<file path="src/cpu_settings.svh">
`ifndef CPU_SETTINGS_SVH
`define CPU_SETTINGS_SVH

// datapath
`define WORD_W      32      // data word, also byte address width
`define REG_ADDR_W  5       // gpr index

// L1 data cache geometry
`define TAG_W       20      // address bits above the index
`define INDEX_W     8       // set select
`define LINE_W      128     // four words per line
`define DC_SETS     256     // 2**INDEX_W

// address split: tag | index | word offset (2) | byte offset (2)
// TAG_W + INDEX_W + 4 must equal WORD_W

`endif

</file>
<file path="src/mem_pkg.sv">
`include "cpu_settings.svh"

package mem_pkg;

    // upper two bits zero -> no memory access
    typedef enum logic [3:0] {
        MEM_OP_NOP  = 4'b0000,
        MEM_OP_LDW  = 4'b0100,      // load word
        MEM_OP_LDBU = 4'b0101,      // load byte, zero extended
        MEM_OP_STW  = 4'b1000,      // store word
        MEM_OP_STB  = 4'b1001       // store byte
    } mem_op_e;

    typedef struct packed {
        logic [`TAG_W-1:0]   tag;
        logic [`INDEX_W-1:0] index;
        logic [1:0]          word_off;  // word within line
        logic [1:0]          byte_off;  // byte within word
    } dc_addr_t;

    typedef union packed {
        logic [`WORD_W-1:0] raw;        // plain byte address
        dc_addr_t           f;          // cache view
    } dc_addr_u;

    typedef struct packed {
        logic                   en;
        mem_op_e                mem_op;
        logic [`WORD_W-1:0]     wr_data;    // store source
        logic [`REG_ADDR_W-1:0] dst_addr;
        logic                   gpr_we_;    // active low
        logic [`WORD_W-1:0]     ex_out;     // alu result / address
    } ex_mem_t;

    typedef struct packed {
        logic               access;
        logic               write;
        dc_addr_u           addr;
        logic [`WORD_W-1:0] wr_data;        // replicated for byte stores
        logic [3:0]         byte_en;
    } mem_req_t;

    typedef struct packed {
        logic                   en;
        logic [`REG_ADDR_W-1:0] dst_addr;
        logic                   gpr_we_;
        logic [`WORD_W-1:0]     out;
        logic                   miss_align;
    } mem_wb_t;

    typedef struct packed {
        logic [1:0][`TAG_W-1:0]  tag;       // per way
        logic [1:0][`LINE_W-1:0] line;
        logic [1:0]              valid;
        logic [1:0]              dirty;
        logic                    lru;       // way to evict next
    } dc_rd_t;

    typedef struct packed {
        logic                we;            // tag/line/valid/dirty write
        logic                way;
        logic [`INDEX_W-1:0] index;
        logic [`TAG_W-1:0]   tag;
        logic [`LINE_W-1:0]  line;
        logic                valid;
        logic                dirty;
        logic                lru_we;
        logic                lru_val;
    } dc_wr_t;

endpackage

</file>
<file path="src/mem_reg.sv">
`timescale 1ns/1ps
`include "cpu_settings.svh"

module mem_reg import mem_pkg::*; (
    input  logic               clk,
    input  logic               rst_n,
    input  logic               stall,       // hazard unit
    input  logic               miss_stall,  // cache miss in progress
    input  logic               flush,
    input  ex_mem_t            ex_in,
    input  logic [`WORD_W-1:0] result,
    input  logic               miss_align,
    output mem_wb_t            wb_out
);

    logic                   en_q;
    logic                   gpr_we_q;       // active low
    logic                   align_q;
    logic [`REG_ADDR_W-1:0] dst_q;
    logic [`WORD_W-1:0]     out_q;
    logic                   hold;

    assign hold = stall || miss_stall;

    always_ff @(posedge clk) begin
        if (!rst_n) begin
            en_q     <= 1'b0;
            gpr_we_q <= 1'b1;
            align_q  <= 1'b0;
        end else if (!hold) begin
            if (flush) begin                    // bubble into WB
                en_q     <= 1'b0;
                gpr_we_q <= 1'b1;
                align_q  <= 1'b0;
            end else begin
                en_q     <= ex_in.en;
                gpr_we_q <= ex_in.gpr_we_ | miss_align;     // no gpr write on misalign
                align_q  <= miss_align;
            end
        end
    end

    always_ff @(posedge clk) begin
        if (!hold) begin
            dst_q <= ex_in.dst_addr;
            out_q <= result;
        end
    end

    assign wb_out = '{en: en_q, dst_addr: dst_q, gpr_we_: gpr_we_q, out: out_q,
                      miss_align: align_q};

    // flush outside any stall empties the MEM/WB slot
    a_flush_bubble : assert property (@(posedge clk) disable iff (!rst_n)
        flush && !stall && !miss_stall |=> !wb_out.en);

endmodule

</file>
<file path="config.mk">
export PLATFORM = sky130hd
export DESIGN_NAME = mem_reg
export DESIGN_NICKNAME = d
export VERILOG_FILES = /design/src/mem_pkg.sv /design/src/mem_reg.sv
export VERILOG_INCLUDE_DIRS = /design/src /design/src/src
export SDC_FILE = /design/constraint.sdc
export NUM_CORES = 1
export LEC_CHECK = 0
export BUFFER_PORTS_ARGS = -buffer_cell sky130_fd_sc_hd__buf_2
export CORE_ASPECT_RATIO = 0.8
export CORE_MARGIN = 2
export CORE_UTILIZATION = 34
export DETAILED_ROUTE_END_ITERATION = 8
export PLACE_DENSITY = 0.81
export SYNTH_ARGS = -nofsm -noshare
export SYNTH_HDL_FRONTEND = slang
export SYNTH_SLANG_ARGS = --single-unit
export TNS_END_PERCENT = 5
</file>
<file path="constraint.sdc">
create_clock -name clk -period 5.1 [get_ports clk]
set_clock_uncertainty 0.1 [all_clocks]
set_input_delay 0.51 -clock clk [delete_from_list [all_inputs] [get_ports clk]]
set_output_delay 0.51 -clock clk [all_outputs]
set_load 0.02 [all_outputs]
</file>
==> Implementation_results.wiki <==
{| class="wikitable"
! Metric !! Value
|-
| Antenna cells || 0
|-
| Share of power burned in registers || just over 50%
|-
| Setup violations, final || 0
|-
| Worst setup SP type || input pin
|-
| FF-to-FF path depth || 2
|-
| RD Place Congestion || 0.647
|-
| Max Freq || approximately 0.6 GHz
|-
| Clock Power Share || between 30% and 40%
|-
| Worst path buffer plus inverter count || 1
|-
| Worst hold path stage count || 1
|-
| Starting density of the core || 36.3%
|-
| Fraction of power consumed by combinational cells || 9.5%
|-
| Number of global-route vias before repair || about 890
|-
| DPL Wire Length || roughly 2000 um
|-
| Summed negative setup slack over all endpoints || 0 ns
|-
| Overall overflow remaining after global route || 0
|-
| Antenna violations before repair || 0
|-
| Required time worst endpoint || just under 5 ns
|-
| Number of vias per cell || 4.43
|-
| IR Drop Worst-Case VDD || around 0.22 mV
|-
| Final routed wirelength across all metal layers || 2610 um
|-
| Core Region || 3490 um^2
|-
| CTS tree || built
|-
| CP Max Fanout || 38
|-
| Per-instance average area after synthesis || approximately 24 um^2
|-
| Maximum number of pins on one net before global-route repair || 39
|-
| Crit path kind || input pin to flop
|-
| Overall die height || between 50 and 60 um
|-
| Syn_nets || ~170
|-
| Worst slew pin tran || a little under 1 ns
|-
| Number of clock buffers inserted by TritonCTS || 5
|-
| Final critical-path share of the clock period || between 30 and 40%
|-
| Die width || just over 70 um
|-
| Gate family responsible for the most delay along the worst path || simple AND/OR/NAND/NOR gates
|-
| Total count of hold-check failures in the final report || 0
|-
| Most common cell after layout, fill and taps aside || sky130_fd_sc_hd__buf_2
|-
| Fraction of power spent switching nets || 20.1%
|-
| Launch instance of the worst min-delay path || result[30]
|-
| Global-route wire length before repair || 3960 um
|-
| Setup crit end kind || flop
|-
| First DRT Iteration DRCs || 15
|-
| Post-synthesis instance area || 1270 um^2
|-
| Cells traversed along the worst timing path || buf_2, nor2_4
|-
| Number of maximum-capacitance violations || 0
|-
| Share of the core filled with cells || 53.2%
|-
| Status || complete, no violations
|-
| Worst setup path start || miss_stall
|-
| Bufs on Longest Clock Path || 2
|-
| Final Max Tran Viols || 0
|-
| Unique cell type count in the Yosys netlist || 10
|-
| Routed via count || between 800 and 900
|-
| Power per standard cell area || approximately 400 nW/um^2
|-
| Commonest cells after routing, fill and taps aside || sky130_fd_sc_hd__buf_2 (84), sky130_fd_sc_hd__edfxtp_1 (37), sky130_fd_sc_hd__clkbuf_8 (5), sky130_fd_sc_hd__dfxtp_1 (3)
|-
| First-pass detailed-route iteration total || 4
|-
| Min Tclk post-route || approximately 1.6 ns
|-
| Clk root buf || sky130_fd_sc_hd__clkbuf_8
|-
| Row count || 19
|-
| Setup Fix Bufs, Post-CTS || 0
|-
| Class of the worst hold path || input pin to flop
|-
| Die Area || 4240 um^2
|-
| Final routed wire length divided by cell count || 14.2 um
|-
| Unrepaired setup endpoints after global routing || false
|-
| Buffers on Ports || 84
|-
| Int Pwr || between 600 and 700 uW
|-
| Post-DRT Antenna Nets || 0
|-
| Clock insertion delay at the later pin of the skew report || around 0.28 ns
|-
| YS warnings || 0
|-
| Largest incremental delay on the critical path || 0.77 ns
|-
| Final-layout fill cell count || about 280
|-
| Clock sink count || 40
|-
| Share of final-layout standard cells stronger than drive strength 1 || 64.8%
|-
| Share of synthesized area occupied by flip-flops and latches || between 90% and 100%
|-
| Critical path data arrival time || 1.44 ns
|-
| Mapped Cells || between 50 and 60
|-
| FF-to-FF Start || en_q
|-
| Number of gates resized after CTS || 0
|-
| Combined global-route utilization of all metal layers || 13.0%
|-
| Setup slack, reg-to-reg || 4.32 ns
|-
| Drc violations || 0
|-
| CTS H-Tree Depth || 2
|-
| Hold-fix buffers at CTS || 0
|-
| NumNets Final || around 250
|-
| Worst path depth || 2
|-
| Net switching power || 151 uW
|-
| Layout Area Growth over Synthesis || 46.6%
|-
| Crit-path slowest cell || sky130_fd_sc_hd__nor2_4
|-
| Synth Register Bits || 40
|-
| Relative max-transition margin || ~34%
|-
| Count of boundary I/O pins || ~150
|-
| Clock transition at the registers of the reported paths || around 0.08 ns
|-
| Leakage dissipation || just under 0.8 nW
|}
## metrics by stage
stage               instances  hold WS [ns]  instance area [um^2]  worst slack, ns  power [mW]
floorplan                  53         0.349                  1270             2.43       0.428
global placement          176         0.356                  1730             3.20       0.463
detailed placement        176         0.381                  1730             3.14       0.466
CTS                       184         0.287                  1860             3.44       0.762
global route              184         0.282                  1860             3.40       0.778
finish                    184         0.297                  1860             3.47       0.755
## registers in the layout, indices dropped and copies added (netlist names)
signal and count:
out_q 32, dst_q 5, gpr_we_q 1, en_q 1, align_q 1
## metal layers
metal  part of all wire, %  global-route usage, %  vias to the layer above
met1                    34                   12.8                      375
met4                  0.88                   4.85                        0
met2                    51                   22.9                       56
li1                      -                      -                      380
met3                    14                   7.36                        4
met5                     0                      0                        -
## Yosys cell counts (all sizes together)
cell / instances / area, um^2
nor2b: 1 / 6.26
mux2i: 1 / 10.0
dfxtp: 3 / 60.1
or4b: 2 / 20.0
nor2: 1 / 3.75
a21boi: 2 / 15.0
buf: 3 / 22.5
edfxtp: 37 / 1110
o21ai: 2 / 10.0
nor4b: 1 / 8.76
## final cells by class
cell class | count | area, um^2 | area share [%]
multi-input combinational | 10 | 81.3 | 4.38
tap | 42 | 52.6 | 2.83
sequential | 40 | 1170 | 63.0
timing repair buffer | 84 | 420 | 22.6
clock buffer | 6 | 72.6 | 3.91
clock inverter | 2 | 60.1 | 3.23
## cells by family (layout without fill, tap and decap cells)
| kind of cell | count (synthesis) | count (layout) | share of synthesized area (%) |
|---|---|---|---|
| buffers and inverters | 3 | 92 | 1.78 |
| DFF | 40 | 40 | 92.4 |
| and+or+nand+nor | 5 | 5 | 3.06 |
| muxes | 1 | 1 | 0.790 |
| AOI/OAI and AO/OA | 4 | 4 | 1.97 |
## power groups by stage
stage	clock network (mW)	registers [mW]	logic (mW)
finish	0.297	0.386	0.0713
detailed placement	0	0.393	0.0726
CTS	0.303	0.386	0.0725
global route	0.314	0.389	0.0760
global placement	0	0.393	0.0706
floorplan	0	0.421	0.00754
## path summary, 6_finish.rpt
kind / to
worst max register to register: en_q
worst min-delay path: out_q[30]
worst min register to register: align_q
worst max-delay path: dst_q[3]
(Power assumes the default switching activity.)
