$ cat src/cpu_settings.svh
`ifndef CPU_SETTINGS_SVH
`define CPU_SETTINGS_SVH

// datapath
`define WORD_W      32      // data word, also byte address width
`define REG_ADDR_W  5       // gpr index

// L1 data cache geometry
`define TAG_W       20      // address bits above the index
`define INDEX_W     8       // set select
`define LINE_W      128     // four words per line
`define DC_SETS     256     // 2**INDEX_W

// address split: tag | index | word offset (2) | byte offset (2)
// TAG_W + INDEX_W + 4 must equal WORD_W

`endif

$ cat src/mem_pkg.sv
`include "cpu_settings.svh"

package mem_pkg;

    // upper two bits zero -> no memory access
    typedef enum logic [3:0] {
        MEM_OP_NOP  = 4'b0000,
        MEM_OP_LDW  = 4'b0100,      // load word
        MEM_OP_LDBU = 4'b0101,      // load byte, zero extended
        MEM_OP_STW  = 4'b1000,      // store word
        MEM_OP_STB  = 4'b1001       // store byte
    } mem_op_e;

    typedef struct packed {
        logic [`TAG_W-1:0]   tag;
        logic [`INDEX_W-1:0] index;
        logic [1:0]          word_off;  // word within line
        logic [1:0]          byte_off;  // byte within word
    } dc_addr_t;

    typedef union packed {
        logic [`WORD_W-1:0] raw;        // plain byte address
        dc_addr_t           f;          // cache view
    } dc_addr_u;

    typedef struct packed {
        logic                   en;
        mem_op_e                mem_op;
        logic [`WORD_W-1:0]     wr_data;    // store source
        logic [`REG_ADDR_W-1:0] dst_addr;
        logic                   gpr_we_;    // active low
        logic [`WORD_W-1:0]     ex_out;     // alu result / address
    } ex_mem_t;

    typedef struct packed {
        logic               access;
        logic               write;
        dc_addr_u           addr;
        logic [`WORD_W-1:0] wr_data;        // replicated for byte stores
        logic [3:0]         byte_en;
    } mem_req_t;

    typedef struct packed {
        logic                   en;
        logic [`REG_ADDR_W-1:0] dst_addr;
        logic                   gpr_we_;
        logic [`WORD_W-1:0]     out;
        logic                   miss_align;
    } mem_wb_t;

    typedef struct packed {
        logic [1:0][`TAG_W-1:0]  tag;       // per way
        logic [1:0][`LINE_W-1:0] line;
        logic [1:0]              valid;
        logic [1:0]              dirty;
        logic                    lru;       // way to evict next
    } dc_rd_t;

    typedef struct packed {
        logic                we;            // tag/line/valid/dirty write
        logic                way;
        logic [`INDEX_W-1:0] index;
        logic [`TAG_W-1:0]   tag;
        logic [`LINE_W-1:0]  line;
        logic                valid;
        logic                dirty;
        logic                lru_we;
        logic                lru_val;
    } dc_wr_t;

endpackage

$ cat src/dcache_ctrl.sv
`timescale 1ns/1ps
`include "cpu_settings.svh"

module dcache_ctrl import mem_pkg::*; (
    input  logic                clk,
    input  logic                rst_n,
    input  mem_req_t            req,            // from mem_ctrl
    input  dc_rd_t              rd,             // ram contents at rd_index
    input  logic [`LINE_W-1:0]  l2_rd_line,
    input  logic                l2_rdy,         // one-cycle pulse per request
    output logic [`INDEX_W-1:0] rd_index,
    output dc_wr_t              wr,
    output logic [`LINE_W-1:0]  hit_line,
    output logic                miss_stall,
    output logic                drq,
    output logic                l2_cache_rw,    // 1 = write back
    output logic [`WORD_W-1:0]  l2_addr,        // line aligned
    output logic [`LINE_W-1:0]  l2_wr_line
);

    localparam int OFF_W = `WORD_W - `TAG_W - `INDEX_W;

    typedef enum logic [1:0] {IDLE, WRITEBACK, REFILL, FILL_DONE} state_e;

    state_e             state;
    state_e             state_n;
    logic [1:0]         way_hit;
    logic               hit;
    logic               hit_way;
    logic               victim_way;
    logic               victim_q;               // way being replaced
    logic               serve;
    logic               xfer_done;
    logic [`LINE_W-1:0] merged;

    assign rd_index = req.addr.f.index;         // ex_in held during a miss

    always_comb begin
        for (int w = 0; w < 2; w++) begin
            way_hit[w] = rd.valid[w] && (rd.tag[w] == req.addr.f.tag);
        end
    end

    assign hit        = |way_hit;
    assign hit_way    = way_hit[1];
    assign hit_line   = rd.line[hit_way];
    assign victim_way = !rd.valid[0] ? 1'b0 : (!rd.valid[1] ? 1'b1 : rd.lru);  // empty way first
    assign serve      = (state == IDLE || state == FILL_DONE) && req.access;   // lookup allowed
    assign xfer_done  = drq && l2_rdy;
    assign miss_stall = (serve && !hit) || state == WRITEBACK || state == REFILL;

    always_comb begin
        state_n = state;
        case (state)
            IDLE, FILL_DONE: begin              // fill_done is the replay cycle
                state_n = IDLE;
                if (serve && !hit) begin
                    state_n = (rd.valid[victim_way] && rd.dirty[victim_way]) ? WRITEBACK : REFILL;
                end
            end
            WRITEBACK: if (xfer_done) state_n = REFILL;
            REFILL:    if (xfer_done) state_n = FILL_DONE;
            default:   state_n = IDLE;
        endcase
    end

    always_ff @(posedge clk) begin
        if (!rst_n) begin
            state    <= IDLE;
            victim_q <= 1'b0;
            drq      <= 1'b0;
        end else begin
            state <= state_n;
            if (serve && !hit) begin
                victim_q <= victim_way;         // freeze choice for the whole miss
            end
            // drops for one cycle after each l2_rdy
            drq <= (state_n == WRITEBACK || state_n == REFILL) && !l2_rdy;
        end
    end

    // L2 side, all derived from held state
    assign l2_cache_rw = (state == WRITEBACK);
    assign l2_wr_line  = rd.line[victim_q];
    assign l2_addr     = (state == WRITEBACK)
                       ? {rd.tag[victim_q], req.addr.f.index, {OFF_W{1'b0}}}
                       : {req.addr.f.tag, req.addr.f.index, {OFF_W{1'b0}}};

    always_comb begin
        merged = hit_line;
        for (int b = 0; b < 4; b++) begin
            if (req.byte_en[b]) begin
                merged[req.addr.f.word_off * `WORD_W + b * 8 +: 8] = req.wr_data[b * 8 +: 8];
            end
        end
    end

    always_comb begin
        wr       = '0;
        wr.index = req.addr.f.index;
        wr.tag   = req.addr.f.tag;
        if (state == REFILL) begin
            wr.we    = xfer_done;               // line lands with l2_rdy
            wr.way   = victim_q;
            wr.line  = l2_rd_line;
            wr.valid = 1'b1;
            wr.dirty = 1'b0;                    // clean copy of L2
        end else if (serve && hit) begin
            wr.lru_we  = 1'b1;
            wr.lru_val = ~hit_way;              // other way becomes lru
            wr.we      = req.write;             // store hit merges in place
            wr.way     = hit_way;
            wr.line    = merged;
            wr.valid   = 1'b1;
            wr.dirty   = 1'b1;
        end
    end

    // L2 request is held steady until its ready pulse
    a_drq_stable : assert property (@(posedge clk) disable iff (!rst_n)
        drq && !l2_rdy |=> drq && $stable(l2_addr) && $stable(l2_cache_rw));

    // the refill must be visible in the RAM by the replay cycle
    a_replay_hit : assert property (@(posedge clk) disable iff (!rst_n)
        state == FILL_DONE && req.access |-> hit);

endmodule

$ cat config.mk
export PLATFORM = sky130hd
export DESIGN_NAME = dcache_ctrl
export DESIGN_NICKNAME = d
export VERILOG_FILES = /design/src/mem_pkg.sv /design/src/dcache_ctrl.sv
export VERILOG_INCLUDE_DIRS = /design/src /design/src/src
export SDC_FILE = /design/constraint.sdc
export NUM_CORES = 1
export LEC_CHECK = 0
export ABC_AREA = 1
export BUFFER_PORTS_ARGS = -buffer_cell sky130_fd_sc_hd__buf_4
export CAP_MARGIN = 15
export CORE_AREA = 3 3 377 379
export CTS_CLUSTER_DIAMETER = 100
export DETAILED_ROUTE_END_ITERATION = 8
export DIE_AREA = 0 0 380 382
export GPL_TIMING_DRIVEN = 0
export PLACE_DENSITY = 0.3
export SYNTH_ARGS = -nofsm -noshare
export SYNTH_HDL_FRONTEND = slang
export SYNTH_SLANG_ARGS = --single-unit
$ cat constraint.sdc
create_clock -name clk -period 2.31 [get_ports clk]
set_clock_uncertainty 0.2 [all_clocks]
set_input_delay 0.1155 -clock clk [delete_from_list [all_inputs] [get_ports clk]]
set_output_delay 0.1155 -clock clk [all_outputs]
set_load 0.02 [all_outputs]
==> results.sh <==
export IMPL_reg2reg_from="state[0]"
export IMPL_hp_start="rst_n"
export IMPL_clock_latency_ps=230
export IMPL_outcome="finished with violations"
export IMPL_numCtsBuffers=3
export IMPL_cts_tree="built"
export IMPL_worst_pin_slew_ps=921.4
export IMPL_ir_drop_uv=155.2
export IMPL_die_x_um=380
export IMPL_setup_viol=257
export IMPL_nets=3684
export IMPL_viasPerCell=3.697
export IMPL_wirelength_um=159100
export IMPL_slew_limit_headroom=0.3830
export IMPL_portBuffers=947
export IMPL_violations="negative setup slack"
export IMPL_dr_pass1_iters=5
export IMPL_avgSynthCellArea_um2=4.683
export IMPL_startpoint="rd[281]"
export IMPL_layout_setup_ws_ps=-633.7
export IMPL_crit_chain="buf_6 > inv_2 > nand2_1 > nand2_1 > nor2_2 > nand2_1 > nor2_2 > nand3_4 > buf_8 > buf_12 > buf_16 > buf_4 > buf_4 > o211ai_1 > nand2_1 > nand2_1 > nand2_1 > buf_6"
export IMPL_n_fill_cell=16480
export IMPL_whs_ps=1.778
export IMPL_grt_start_max_net_pins=13
export IMPL_finalCriticalPeriod_ps=2944
export IMPL_ys_types=33
export IMPL_hold_viol=0
export IMPL_grt_overflow=0
export IMPL_cts_htree_levels=1
export IMPL_grt_pass1_wl_um=194800
export IMPL_grt_usage=0.2040
export IMPL_cp_common_cell="nand2_1"
export IMPL_die_h_um=382
export IMPL_crit_required_ps=1990
export IMPL_rsz0062_at_grt="true"
export IMPL_cp_buffers_inverters=8
export IMPL_ys_seq_elements=4
export IMPL_tns_ps=-65360
export IMPL_startpoint_type="primary input"
export IMPL_fmax_mhz=339.7
export IMPL_fin_crit_sh=1.274
export IMPL_critPathTopFamily="buffers and inverters"
export IMPL_power_density_nw_per_um2=232.2
export IMPL_final_layout_size_suffix_gt1_frac=0.4592
export IMPL_end_kind="output pin"
export IMPL_hp_class="primary input to register"
export IMPL_yosysTopAreaCell="nand2_1"
export IMPL_crit_type="primary input to output pin"
export IMPL_routabilityCongestion=0.8976
export IMPL_core_area_um2=139200
export IMPL_leakage_nw=12.14
export IMPL_ys_top_cells_by_area="nand2_1, inv_1, o21ai_0"
export IMPL_antenna_found_initial=42
export IMPL_clkSinkCount=4
export IMPL_ys_seq_area_frac=0.008150
export IMPL_clockBufferDepth=2
export IMPL_cp_slowest_cell="o211ai_1"
export IMPL_pin_count=963
export IMPL_synth_top_area_frac=0.4049
export IMPL_multi_input_area_um2=8600
export IMPL_worstPathArrival_ps=2630
export IMPL_area_growth_pct=138.5
export IMPL_final_seq_area_um2=83.83
export IMPL_drv_cap=0
export IMPL_clkTransAtPathRegs_ps=30
export IMPL_maxSlewViolCount=0
export IMPL_cpPeakStageDelay_ps=580
export IMPL_postSynthCellCount=2098
export IMPL_drc=0
export IMPL_ys_warn_count=0
export IMPL_clockRootBuffer="clkbuf_16"
export IMPL_ant_nets=0
export IMPL_synth_area_um2=9826
export IMPL_die_area_um2=145200
export IMPL_wl_per_cell_um=31.40
export IMPL_dp_hpwl_um=136100
export IMPL_drt_iter0_markers=1252
export IMPL_grt_pass1_vias=18600
export IMPL_start_util=0.07059
export IMPL_via_count=18730
export IMPL_num_rows=137
export IMPL_path_max_fanout=5
synthesized netlist by cell type:
cell / count
o22ai_1: 2
buf_8: 1
buf_6: 39
o21bai_1: 1
inv_2: 5
inv_1: 254
a211oi_2: 1
o211a_1: 1
o21a_1: 119
buf_2: 9
ha_1: 7
clkbuf_1: 57
nor3_1: 5
o311ai_0: 1
buf_1: 11
o21ai_1: 4
xor2_1: 2
a21oi_1: 26
a21boi_0: 1
nor4_1: 1
conb_1: 1
nand3_2: 2
dfxtp_1: 4
buf_4: 49
nand4_1: 9
o211ai_1: 120
nor2_1: 86
nand2_1: 1060
a31o_2: 2
xnor2_1: 4
o21ai_0: 186
nand3_1: 27
nor2_4: 1
timing repair:
item                       in CTS  in global routing
pin swaps                     112                141
resized for setup             499                239
gates cloned                    7                 13
setup endpoints to repair     414                308
hold buffers                    1                  0
hold endpoints to repair        1                  0
setup buffers                  80                 31
sequential cells by signal (all words and copies together) (netlist names):
| register | count |
|---|---|
| victim_q | 1 |
| state | 2 |
| drq | 1 |
power breakdown:
part	leakage (nW)	internal, mW	switching [mW]
registers	0.0335	0.0743	0.00795
clock network	0.0371	0.222	0.0528
logic	12.1	2.01	3.08
total	12.1	2.31	3.14
cells in the final DEF, fill, tap and decap left out, types with 3 or more instances in the layout:
cell / Yosys / final
clkbuf_1: 57 / 14
conb_1: 1 / 4
nand3_2: 2 / 7
nand2_4: 0 / 17
nand2_1: 1060 / 915
buf_6: 39 / 180
buf_8: 1 / 30
o211ai_1: 120 / 120
nand2_8: 0 / 5
dfxtp_1: 4 / 3
o21ai_1: 4 / 7
clkbuf_2: 0 / 19
o21ai_2: 0 / 9
o21a_1: 119 / 108
diode_2: 0 / 17
clkbuf_8: 0 / 6
o21ai_0: 186 / 171
o21ai_4: 0 / 3
nor2_1: 86 / 63
a21oi_1: 26 / 25
nor3_1: 5 / 3
inv_1: 254 / 242
buf_2: 9 / 5
clkbuf_4: 0 / 7
nand4_1: 9 / 9
o21a_4: 0 / 11
nor2_2: 0 / 16
buf_16: 0 / 9
bufbuf_16: 0 / 3
buf_12: 0 / 46
nor2_4: 1 / 8
inv_2: 5 / 10
clkbuf_16: 0 / 23
buf_4: 49 / 895
nand3_1: 27 / 21
nand2_2: 0 / 123
inv_4: 0 / 3
ha_4: 0 / 3
final timing paths:
kind,end,slack (ps),cells after the start
max,wr[9],-630,18
min,state[1],2,3
max reg2reg,drq,640,10
min reg2reg,state[0],530,4
layout make-up:
class                           count  area share
Timing Repair Buffer             1079      0.4065
Multi-Input combinational cell   1672      0.3670
Tap cell                         1876      0.1002
Buffer                            156     0.07491
Inverter                          259     0.04287
Sequential cell                     4    0.003577
Clock buffer                        3    0.003204
Antenna cell                       17    0.001815
per-stage QoR:
stage,power [mW],setup WS [ps],std cells,instance area (um2),utilization
floorplan,1.912,-31.13,2101,9843,-
global placement,4.759,-3704,4924,19300,0.1387
detailed placement,4.765,-3315,4928,19370,0.1392
CTS,5.414,-676.6,5014,22090,0.1587
global route,5.747,-713.8,5052,23400,0.1681
finish,5.442,-633.7,5066,23430,0.1684
logic make-up (layout without fill, tap and decap cells):
family | Yosys count | in the layout | share of synthesized area
AND/OR/NAND/NOR | 1191 | 1191 | 0.4636
AO/OA/AOI/OAI | 464 | 464 | 0.3004
buffers and inverters | 425 | 1497 | 0.2132
adder cells (fa/ha/maj) | 7 | 7 | 0.008913
XOR/XNOR | 6 | 6 | 0.005348
flip-flops | 4 | 4 | 0.008150
other | 1 | 21 | 0.0003817
tightest hold or removal path, cell delays in order:
cell and delay [ps]:
buf_4 80, inv_1 80, a21oi_1 120
routing by layer:
layer	global-route usage	routed length, um
met5	0	114
met4	0.01567	2267
met3	0.04306	10330
met2	0.3660	77880
met1	0.2592	68490
No activity file was read; power rests on OpenSTA's default activity.
