File: config.mk
export PLATFORM = sky130hd
export DESIGN_NAME = mem_ctrl
export DESIGN_NICKNAME = d
export VERILOG_FILES = /design/src/mem_pkg.sv /design/src/mem_ctrl.sv
export VERILOG_INCLUDE_DIRS = /design/src /design/src/src
export SDC_FILE = /design/constraint.sdc
export NUM_CORES = 1
export LEC_CHECK = 0
export BUFFER_PORTS_ARGS = -buffer_cell sky130_fd_sc_hd__buf_2
export CORE_AREA = 2 2 118 120
export DETAILED_ROUTE_END_ITERATION = 16
export DIE_AREA = 0 0 120 122
export GPL_TIMING_DRIVEN = 0
export PLACE_DENSITY = 0.57
export SYNTH_ARGS = -nofsm -noshare
export SYNTH_HDL_FRONTEND = slang
export SYNTH_SLANG_ARGS = --single-unit
File: constraint.sdc
create_clock -name vclk -period 4.8
set_input_delay 0.48 -clock vclk [all_inputs]
set_output_delay 0.48 -clock vclk [all_outputs]
set_load 0.05 [all_outputs]
File: src/cpu_settings.svh
`ifndef CPU_SETTINGS_SVH
`define CPU_SETTINGS_SVH

// datapath
`define WORD_W      32      // data word, also byte address width
`define REG_ADDR_W  5       // gpr index

// L1 data cache geometry
`define TAG_W       20      // address bits above the index
`define INDEX_W     8       // set select
`define LINE_W      128     // four words per line
`define DC_SETS     256     // 2**INDEX_W

// address split: tag | index | word offset (2) | byte offset (2)
// TAG_W + INDEX_W + 4 must equal WORD_W

`endif

File: src/mem_pkg.sv
`include "cpu_settings.svh"

package mem_pkg;

    // upper two bits zero -> no memory access
    typedef enum logic [3:0] {
        MEM_OP_NOP  = 4'b0000,
        MEM_OP_LDW  = 4'b0100,      // load word
        MEM_OP_LDBU = 4'b0101,      // load byte, zero extended
        MEM_OP_STW  = 4'b1000,      // store word
        MEM_OP_STB  = 4'b1001       // store byte
    } mem_op_e;

    typedef struct packed {
        logic [`TAG_W-1:0]   tag;
        logic [`INDEX_W-1:0] index;
        logic [1:0]          word_off;  // word within line
        logic [1:0]          byte_off;  // byte within word
    } dc_addr_t;

    typedef union packed {
        logic [`WORD_W-1:0] raw;        // plain byte address
        dc_addr_t           f;          // cache view
    } dc_addr_u;

    typedef struct packed {
        logic                   en;
        mem_op_e                mem_op;
        logic [`WORD_W-1:0]     wr_data;    // store source
        logic [`REG_ADDR_W-1:0] dst_addr;
        logic                   gpr_we_;    // active low
        logic [`WORD_W-1:0]     ex_out;     // alu result / address
    } ex_mem_t;

    typedef struct packed {
        logic               access;
        logic               write;
        dc_addr_u           addr;
        logic [`WORD_W-1:0] wr_data;        // replicated for byte stores
        logic [3:0]         byte_en;
    } mem_req_t;

    typedef struct packed {
        logic                   en;
        logic [`REG_ADDR_W-1:0] dst_addr;
        logic                   gpr_we_;
        logic [`WORD_W-1:0]     out;
        logic                   miss_align;
    } mem_wb_t;

    typedef struct packed {
        logic [1:0][`TAG_W-1:0]  tag;       // per way
        logic [1:0][`LINE_W-1:0] line;
        logic [1:0]              valid;
        logic [1:0]              dirty;
        logic                    lru;       // way to evict next
    } dc_rd_t;

    typedef struct packed {
        logic                we;            // tag/line/valid/dirty write
        logic                way;
        logic [`INDEX_W-1:0] index;
        logic [`TAG_W-1:0]   tag;
        logic [`LINE_W-1:0]  line;
        logic                valid;
        logic                dirty;
        logic                lru_we;
        logic                lru_val;
    } dc_wr_t;

endpackage

File: src/mem_ctrl.sv
`timescale 1ns/1ps
`include "cpu_settings.svh"

module mem_ctrl import mem_pkg::*; (
    input  ex_mem_t             ex_in,      // from EX/MEM
    input  logic [`LINE_W-1:0]  hit_line,   // line of the hitting way
    output mem_req_t            req,        // to dcache_ctrl
    output logic [`WORD_W-1:0]  result,     // load data or ex_out
    output logic                miss_align
);

    dc_addr_u           addr;
    logic               is_ld;
    logic               is_st;
    logic               is_byte;
    logic               aligned;
    logic [`WORD_W-1:0] word_sel;
    logic [7:0]         byte_sel;

    assign addr.raw = ex_in.ex_out;                 // alu result is the address

    always_comb begin
        is_ld   = 1'b0;
        is_st   = 1'b0;
        is_byte = 1'b0;
        case (ex_in.mem_op)
            MEM_OP_LDW:  is_ld = 1'b1;
            MEM_OP_LDBU: begin
                is_ld   = 1'b1;
                is_byte = 1'b1;
            end
            MEM_OP_STW:  is_st = 1'b1;
            MEM_OP_STB: begin
                is_st   = 1'b1;
                is_byte = 1'b1;
            end
            default: ;                              // nop / non-memory op
        endcase
    end

    assign aligned    = is_byte || (addr.f.byte_off == 2'b00);  // bytes never misalign
    assign miss_align = ex_in.en && (is_ld || is_st) && !is_byte && |addr.f.byte_off;

    // cache request, bubbles and misaligned ops stay off the cache
    assign req.access  = ex_in.en && (is_ld || is_st) && aligned;
    assign req.write   = is_st;
    assign req.addr    = addr;
    assign req.byte_en = is_byte ? (4'b0001 << addr.f.byte_off) : 4'hf;
    assign req.wr_data = is_byte ? {4{ex_in.wr_data[7:0]}} : ex_in.wr_data;

    // load extraction, word 0 sits in the low bits of the line
    assign word_sel = hit_line[addr.f.word_off * `WORD_W +: `WORD_W];
    assign byte_sel = word_sel[addr.f.byte_off * 8 +: 8];

    always_comb begin
        if (miss_align) begin
            result = '0;                            // nothing written back anyway
        end else if (is_ld && is_byte) begin
            result = {{(`WORD_W-8){1'b0}}, byte_sel};   // zero extend
        end else if (is_ld) begin
            result = word_sel;
        end else begin
            result = ex_in.ex_out;                  // stores and alu ops
        end
    end

    // a misaligned op must never start a cache lookup or an L2 transfer
    always_comb begin
        assert (!(req.access && miss_align))
            else $error("mem_ctrl: cache access issued for misaligned op");
    end

endmodule

==> results of run 1 <==
## per-stage QoR
step                hold slack (ns)  cell area (µm²)  std cells  worst slack [ns]
CTS                            1.26             3780        722              1.74
global placement               1.26             3780        722              1.69
detailed placement             1.26             3780        722              1.74
floorplan                      1.13             2070        246              1.32
finish                         1.26             3780        722              1.83
global route                   1.26             3780        722              1.71
## logic make-up (layout without fill, tap and decap cells)
| kind of cell | after synthesis | in the layout |
|---|---|---|
| simple gates | 90 | 90 |
| buf+inv | 64 | 360 |
| compound gates | 55 | 55 |
| mux | 35 | 35 |
| xor+xnor | 2 | 2 |
## per-layer routing
metal / part of all wire, % / global-route usage, %
met5: 0 / 0
met4: 0.47 / 0.662
met2: 55 / 32.3
met3: 8.3 / 2.48
met1: 37 / 17.1
## worst max-delay path, stage by stage
cell and delay (ns):
buf_2 0.19, clkbuf_1 0.60, mux4_2 0.44, a211oi_1 0.46
nor3_1 0.08, buf_2 0.23
## where the power goes
part | internal [µW] | switching [µW]
combinational | 199 | 358
clock | 0 | 0
sequential | 0 | 0
total | 199 | 358
## cell type report
type | count | area share [%]
Buffer | 61 | 11.9
Inverter | 3 | 0.298
Multi-Input combinational cell | 182 | 42.6
Tap cell | 180 | 5.96
Timing Repair Buffer | 296 | 39.2
## worst max path at each step
| stage | slack (ns) | endpoint | startpoint | cells past startpoint |
|---|---|---|---|---|
| after CTS | 1.74 | result[7] | ex_in[3] | 6 |
| final | 1.83 | result[4] | ex_in[3] | 6 |
| after global placement | 1.69 | result[7] | ex_in[3] | 6 |
| after floorplan | 1.32 | result[0] | ex_in[71] | 5 |
| after detailed placement | 1.74 | result[7] | ex_in[3] | 6 |
| after global routing | 1.71 | result[7] | ex_in[3] | 6 |
## cells in the final DEF, fill, tap and decap left out, types with 3 or more instances in the layout
cell type and n:
mux4_2 31, buf_4 43, clkbuf_1 7, mux2i_1 3, nor3_1 6, nand2b_1 3
o21ai_0 9, nand2_1 60, and2_1 5, a22o_1 24, buf_6 7, buf_2 300
nand3_1 3, o22ai_1 8, a211oi_1 7
==> impl_metrics.ini, run 1 <==
[detailed_routing]
initialDrtViolationCount = 71
avgRoutedWirePerCell_um = 16.9
drtAntennaViolNets = 0
num_vias = 3085
finalWirelength_mm = 12.2
vias_per_cell = 4.27
dr.pass1.iters = 4
drc = 0

[synth]
synth-xor-area-share_pct = 0.846
synth_top_area_share_pct = 33.7
yosysMostFrequentCell = nand2_1
synthTopCellsByArea = mux4_2, buf_4, nand2_1, a22o_1, buf_6
synth_commonest_cells = nand2_1, buf_4, mux4_2
synthDistinctLibCells = 37
muxShareOfSynthArea_pct = 35.7
syn_area_per_cell_um2 = 8.41
synth_top_family_by_area = multiplexers
synth_fa_ha_area_share_pct = 0
synth_cells = 246
ys_warn_count = 0
synth-simple-area-share_pct = 20.6
synth_compound_area_share_pct = 20.7
yosys.area.top_type = mux4_2
synthesis.area_um2 = 2070
mappedNetlistNets = 449
yosysSeqAreaShare_pct = 0

[power]
p_leak_uw = 0.00206
peakVddDrop_v = 0.0000410
totalPowerFinal_uw = 557
p_per_area_nw_per_um2 = 148

[floorplanning]
row_count = 43
start_util_pct = 15.3
fp.dieH_um = 122
die_area_um2 = 14600
die_w_um = 120
ios = 306
core_area_um2 = 13500

[global_route]
grt_pass1_wl_mm = 17.4
grt_pass1_vias = 3084
antenna_found_initial = 0
grt-ovfl-total = 0
grt_usage_pct = 15.6
grt_max_degree = 11

[worst_hold_path]
hold_depth = 2
hold_start = ex_in[3]
hold_end = req[39]
hold_class = input port to primary output

[layout]
fillers = 1544
seq_area_um2 = 0
seq_cell_count = 0
area_growth_pct = 82.5
drive_gt1_share_pct = 71.6
nNetsFinal = 747
n_antenna_cell = 0
utilization_pct = 28.0
multi_input_area_um2 = 1610
nClkBuffers = 0

[setup_path]
worst-setup-path-type = input port to primary output
worstSetupStartpointType = input port
required_ns = 4.32
worst-path-max-fanout = 10
end_kind = primary output
worst_ep_arrival_time_ns = 2.49

[timing]
post-route-min-period_ns = 2.97
relSlewSlack_pct = 49.8
worst_pin_slew_ns = 0.753
period_share_pct = 61.9
slew_viol_final = 0
setup_tns_ns = 0
setup_viol = 0
hold_viol_final = 0
fmax_mhz = 336
rsz0062_at_grt = no

[cts]
cts-resized-gates = 0
cts_setup_buffers = 0
cts_hold_buf = 0

[placement]
io_buffers = 296
dp_hpwl_mm = 11.0
gp_congestion = 0.816

[job]
drv_cap = 0

[outcome]
outcome = finished clean
Note: power is estimated with default switching activity, not from simulation.
==> run 2: changes to the inputs <==
--- a/config.mk
+++ b/config.mk
@@ -7,11 +7,11 @@
 export NUM_CORES = 1
 export LEC_CHECK = 0
 export BUFFER_PORTS_ARGS = -buffer_cell sky130_fd_sc_hd__buf_2
-export CORE_AREA = 2 2 118 120
+export CORE_AREA = 2 2 119 121
 export DETAILED_ROUTE_END_ITERATION = 16
-export DIE_AREA = 0 0 120 122
+export DIE_AREA = 0 0 121 123
 export GPL_TIMING_DRIVEN = 0
-export PLACE_DENSITY = 0.57
+export PLACE_DENSITY = 0.58
 export SYNTH_ARGS = -nofsm -noshare
 export SYNTH_HDL_FRONTEND = slang
 export SYNTH_SLANG_ARGS = --single-unit
==> constraint.sdc (replaced) <==
create_clock -name vclk -period 2.55
set_input_delay 0.255 -clock vclk [all_inputs]
set_output_delay 0.255 -clock vclk [all_outputs]
set_load 0.05 [all_outputs]
==> run 2 against run 1 <==
Final cell count rose by 0.14%. Count of clock-buffer cells in the layout did not move. Non-clock buffer count fell by 1. Global-route usage rose by 0.45 points. Worst setup slack got worse by 1.7 ns. Final area rose by 0.53%. Critical path depth rose by 1. Core utilization fell by 0.074 points. Largest cell class unchanged.
==> impl_metrics.ini, run 2 (same netlist as run 1, synthesis figures left out) <==
[setup_path]
cp-startpoint = ex_in[1]
worst-setup-path-type = input port to primary output
crit_slowest_cell = a2111oi_4
worstSetupStartpointType = input port
path_cells = buf_2, or2_1, buf_6, a2111oi_4, buf_6, a22o_1, buf_2
end_kind = primary output
cp_top_family = compound AO/OA/AOI/OAI gates
worst_ep_arrival_time_ns = 2.19
worst-path-max-fanout = 10
max_stage_delay_ns = 0.73
path_buf_inv = 4
required_ns = 2.30

[worst_hold_path]
hold_start = ex_in[2]
hold_class = input port to primary output

[global_route]
antenna_found_initial = 3
grt_pass1_vias = 3127
grt_usage_pct = 16.0
grt_pass1_wl_mm = 17.9
grt-ovfl-total = 0
grt_max_degree = 18

[layout]
nClkBuffers = 0
utilization_pct = 27.9
final_common_cell = buf_2
instances_no_fill = 723
final_cell_mix = buf_2, nand2_1, buf_4, mux4_2, a22o_1
drive_gt1_share_pct = 72.3
seq_cell_count = 0
seq_area_um2 = 0
multi_input_area_um2 = 1630
area_growth_pct = 83.4
nNetsFinal = 746
fillers = 1530

[timing]
relSlewSlack_pct = 50.6
setup_tns_ns = 0
setup_viol = 0
hold_viol_final = 0
fmax_mhz = 408
post-route-min-period_ns = 2.45
worst_pin_slew_ns = 0.741
slew_viol_final = 0
rsz0062_at_grt = no
period_share_pct = 96.0
whs_ns = 0.812
fin_ws_ns = 0.102

[floorplanning]
die_area_um2 = 14900
start_util_pct = 15.2
ios = 306
core_area_um2 = 13600
die_w_um = 121
fp.dieH_um = 123
row_count = 43

[detailed_routing]
finalWirelength_mm = 13.0
avgRoutedWirePerCell_um = 17.9
vias_per_cell = 4.37
drtAntennaViolNets = 0
drc = 0
initialDrtViolationCount = 79
dr.pass1.iters = 4
num_vias = 3163

[power]
switchingPower_uw = 680
pwr-share-seq_pct = 0
p_comb_share_pct = 100.0
p_per_area_nw_per_um2 = 278
swShare_pct = 64.4
p_clk_share_pct = 0
internal_power_uw = 376
p_leak_uw = 0.00207
peakVddDrop_v = 0.0000901

[placement]
gp_congestion = 0.781
post-place-ws_ns = -0.0480
dp_hpwl_mm = 11.5
dp_cells = 722
io_buffers = 296

[outcome]
outcome = finished clean

[cts]
cts_hold_buf = 0

[job]
drv_cap = 0
## run 2: worst paths after layout
kind,endpoint,cells after the start
worst max-delay path,result[18],7
worst min-delay path,req[38],2
## run 2: layer usage
layer	up-vias	GRT usage (%)	routed length, µm
li1	1495	-	-
met1	1460	16.6	4580
met2	198	33.7	7060
met3	8	3.18	1170
met4	2	1.53	136
met5	-	0	16
## run 2: metrics by stage
| stage | cell area (µm²) | total power, µW |
|---|---|---|
| 2_1_floorplan | 2090 | 721 |
| 3_3_place_gp | 3790 | 1060 |
| 3_5_place_dp | 3790 | 1070 |
| 4_1_cts | 3790 | 1070 |
| 5_1_grt | 3790 | 1120 |
| 6_report | 3800 | 1060 |
## run 2: cell type report
type                       count  share of cell area (%)
tap                          180                    5.93
inverter                       3                   0.297
antenna                        2                   0.132
timing repair buffer         296                    39.0
buffer                        60                    11.8
multi-input combinational    182                    42.8
## run 2: timing repair
| item | 4_1_cts | 5_1_grt |
|---|---|---|
| setup endpoints to repair | 2 | 5 |
| resized for setup | 0 | 1 |
| endpoints found under the hold margin | 0 | 0 |
| cloned | 0 | 0 |
| setup buffers | 0 | 0 |
## run 2: power by group through the flow
stage | clock network (µW) | registers, µW | logic, µW
6_report | 0.000105 | 0 | 1060
5_1_grt | 0 | 0 | 1120
4_1_cts | 0 | 0 | 1070
3_5_place_dp | 0 | 0 | 1070
3_3_place_gp | 0 | 0 | 1060
2_1_floorplan | 0 | 0 | 721
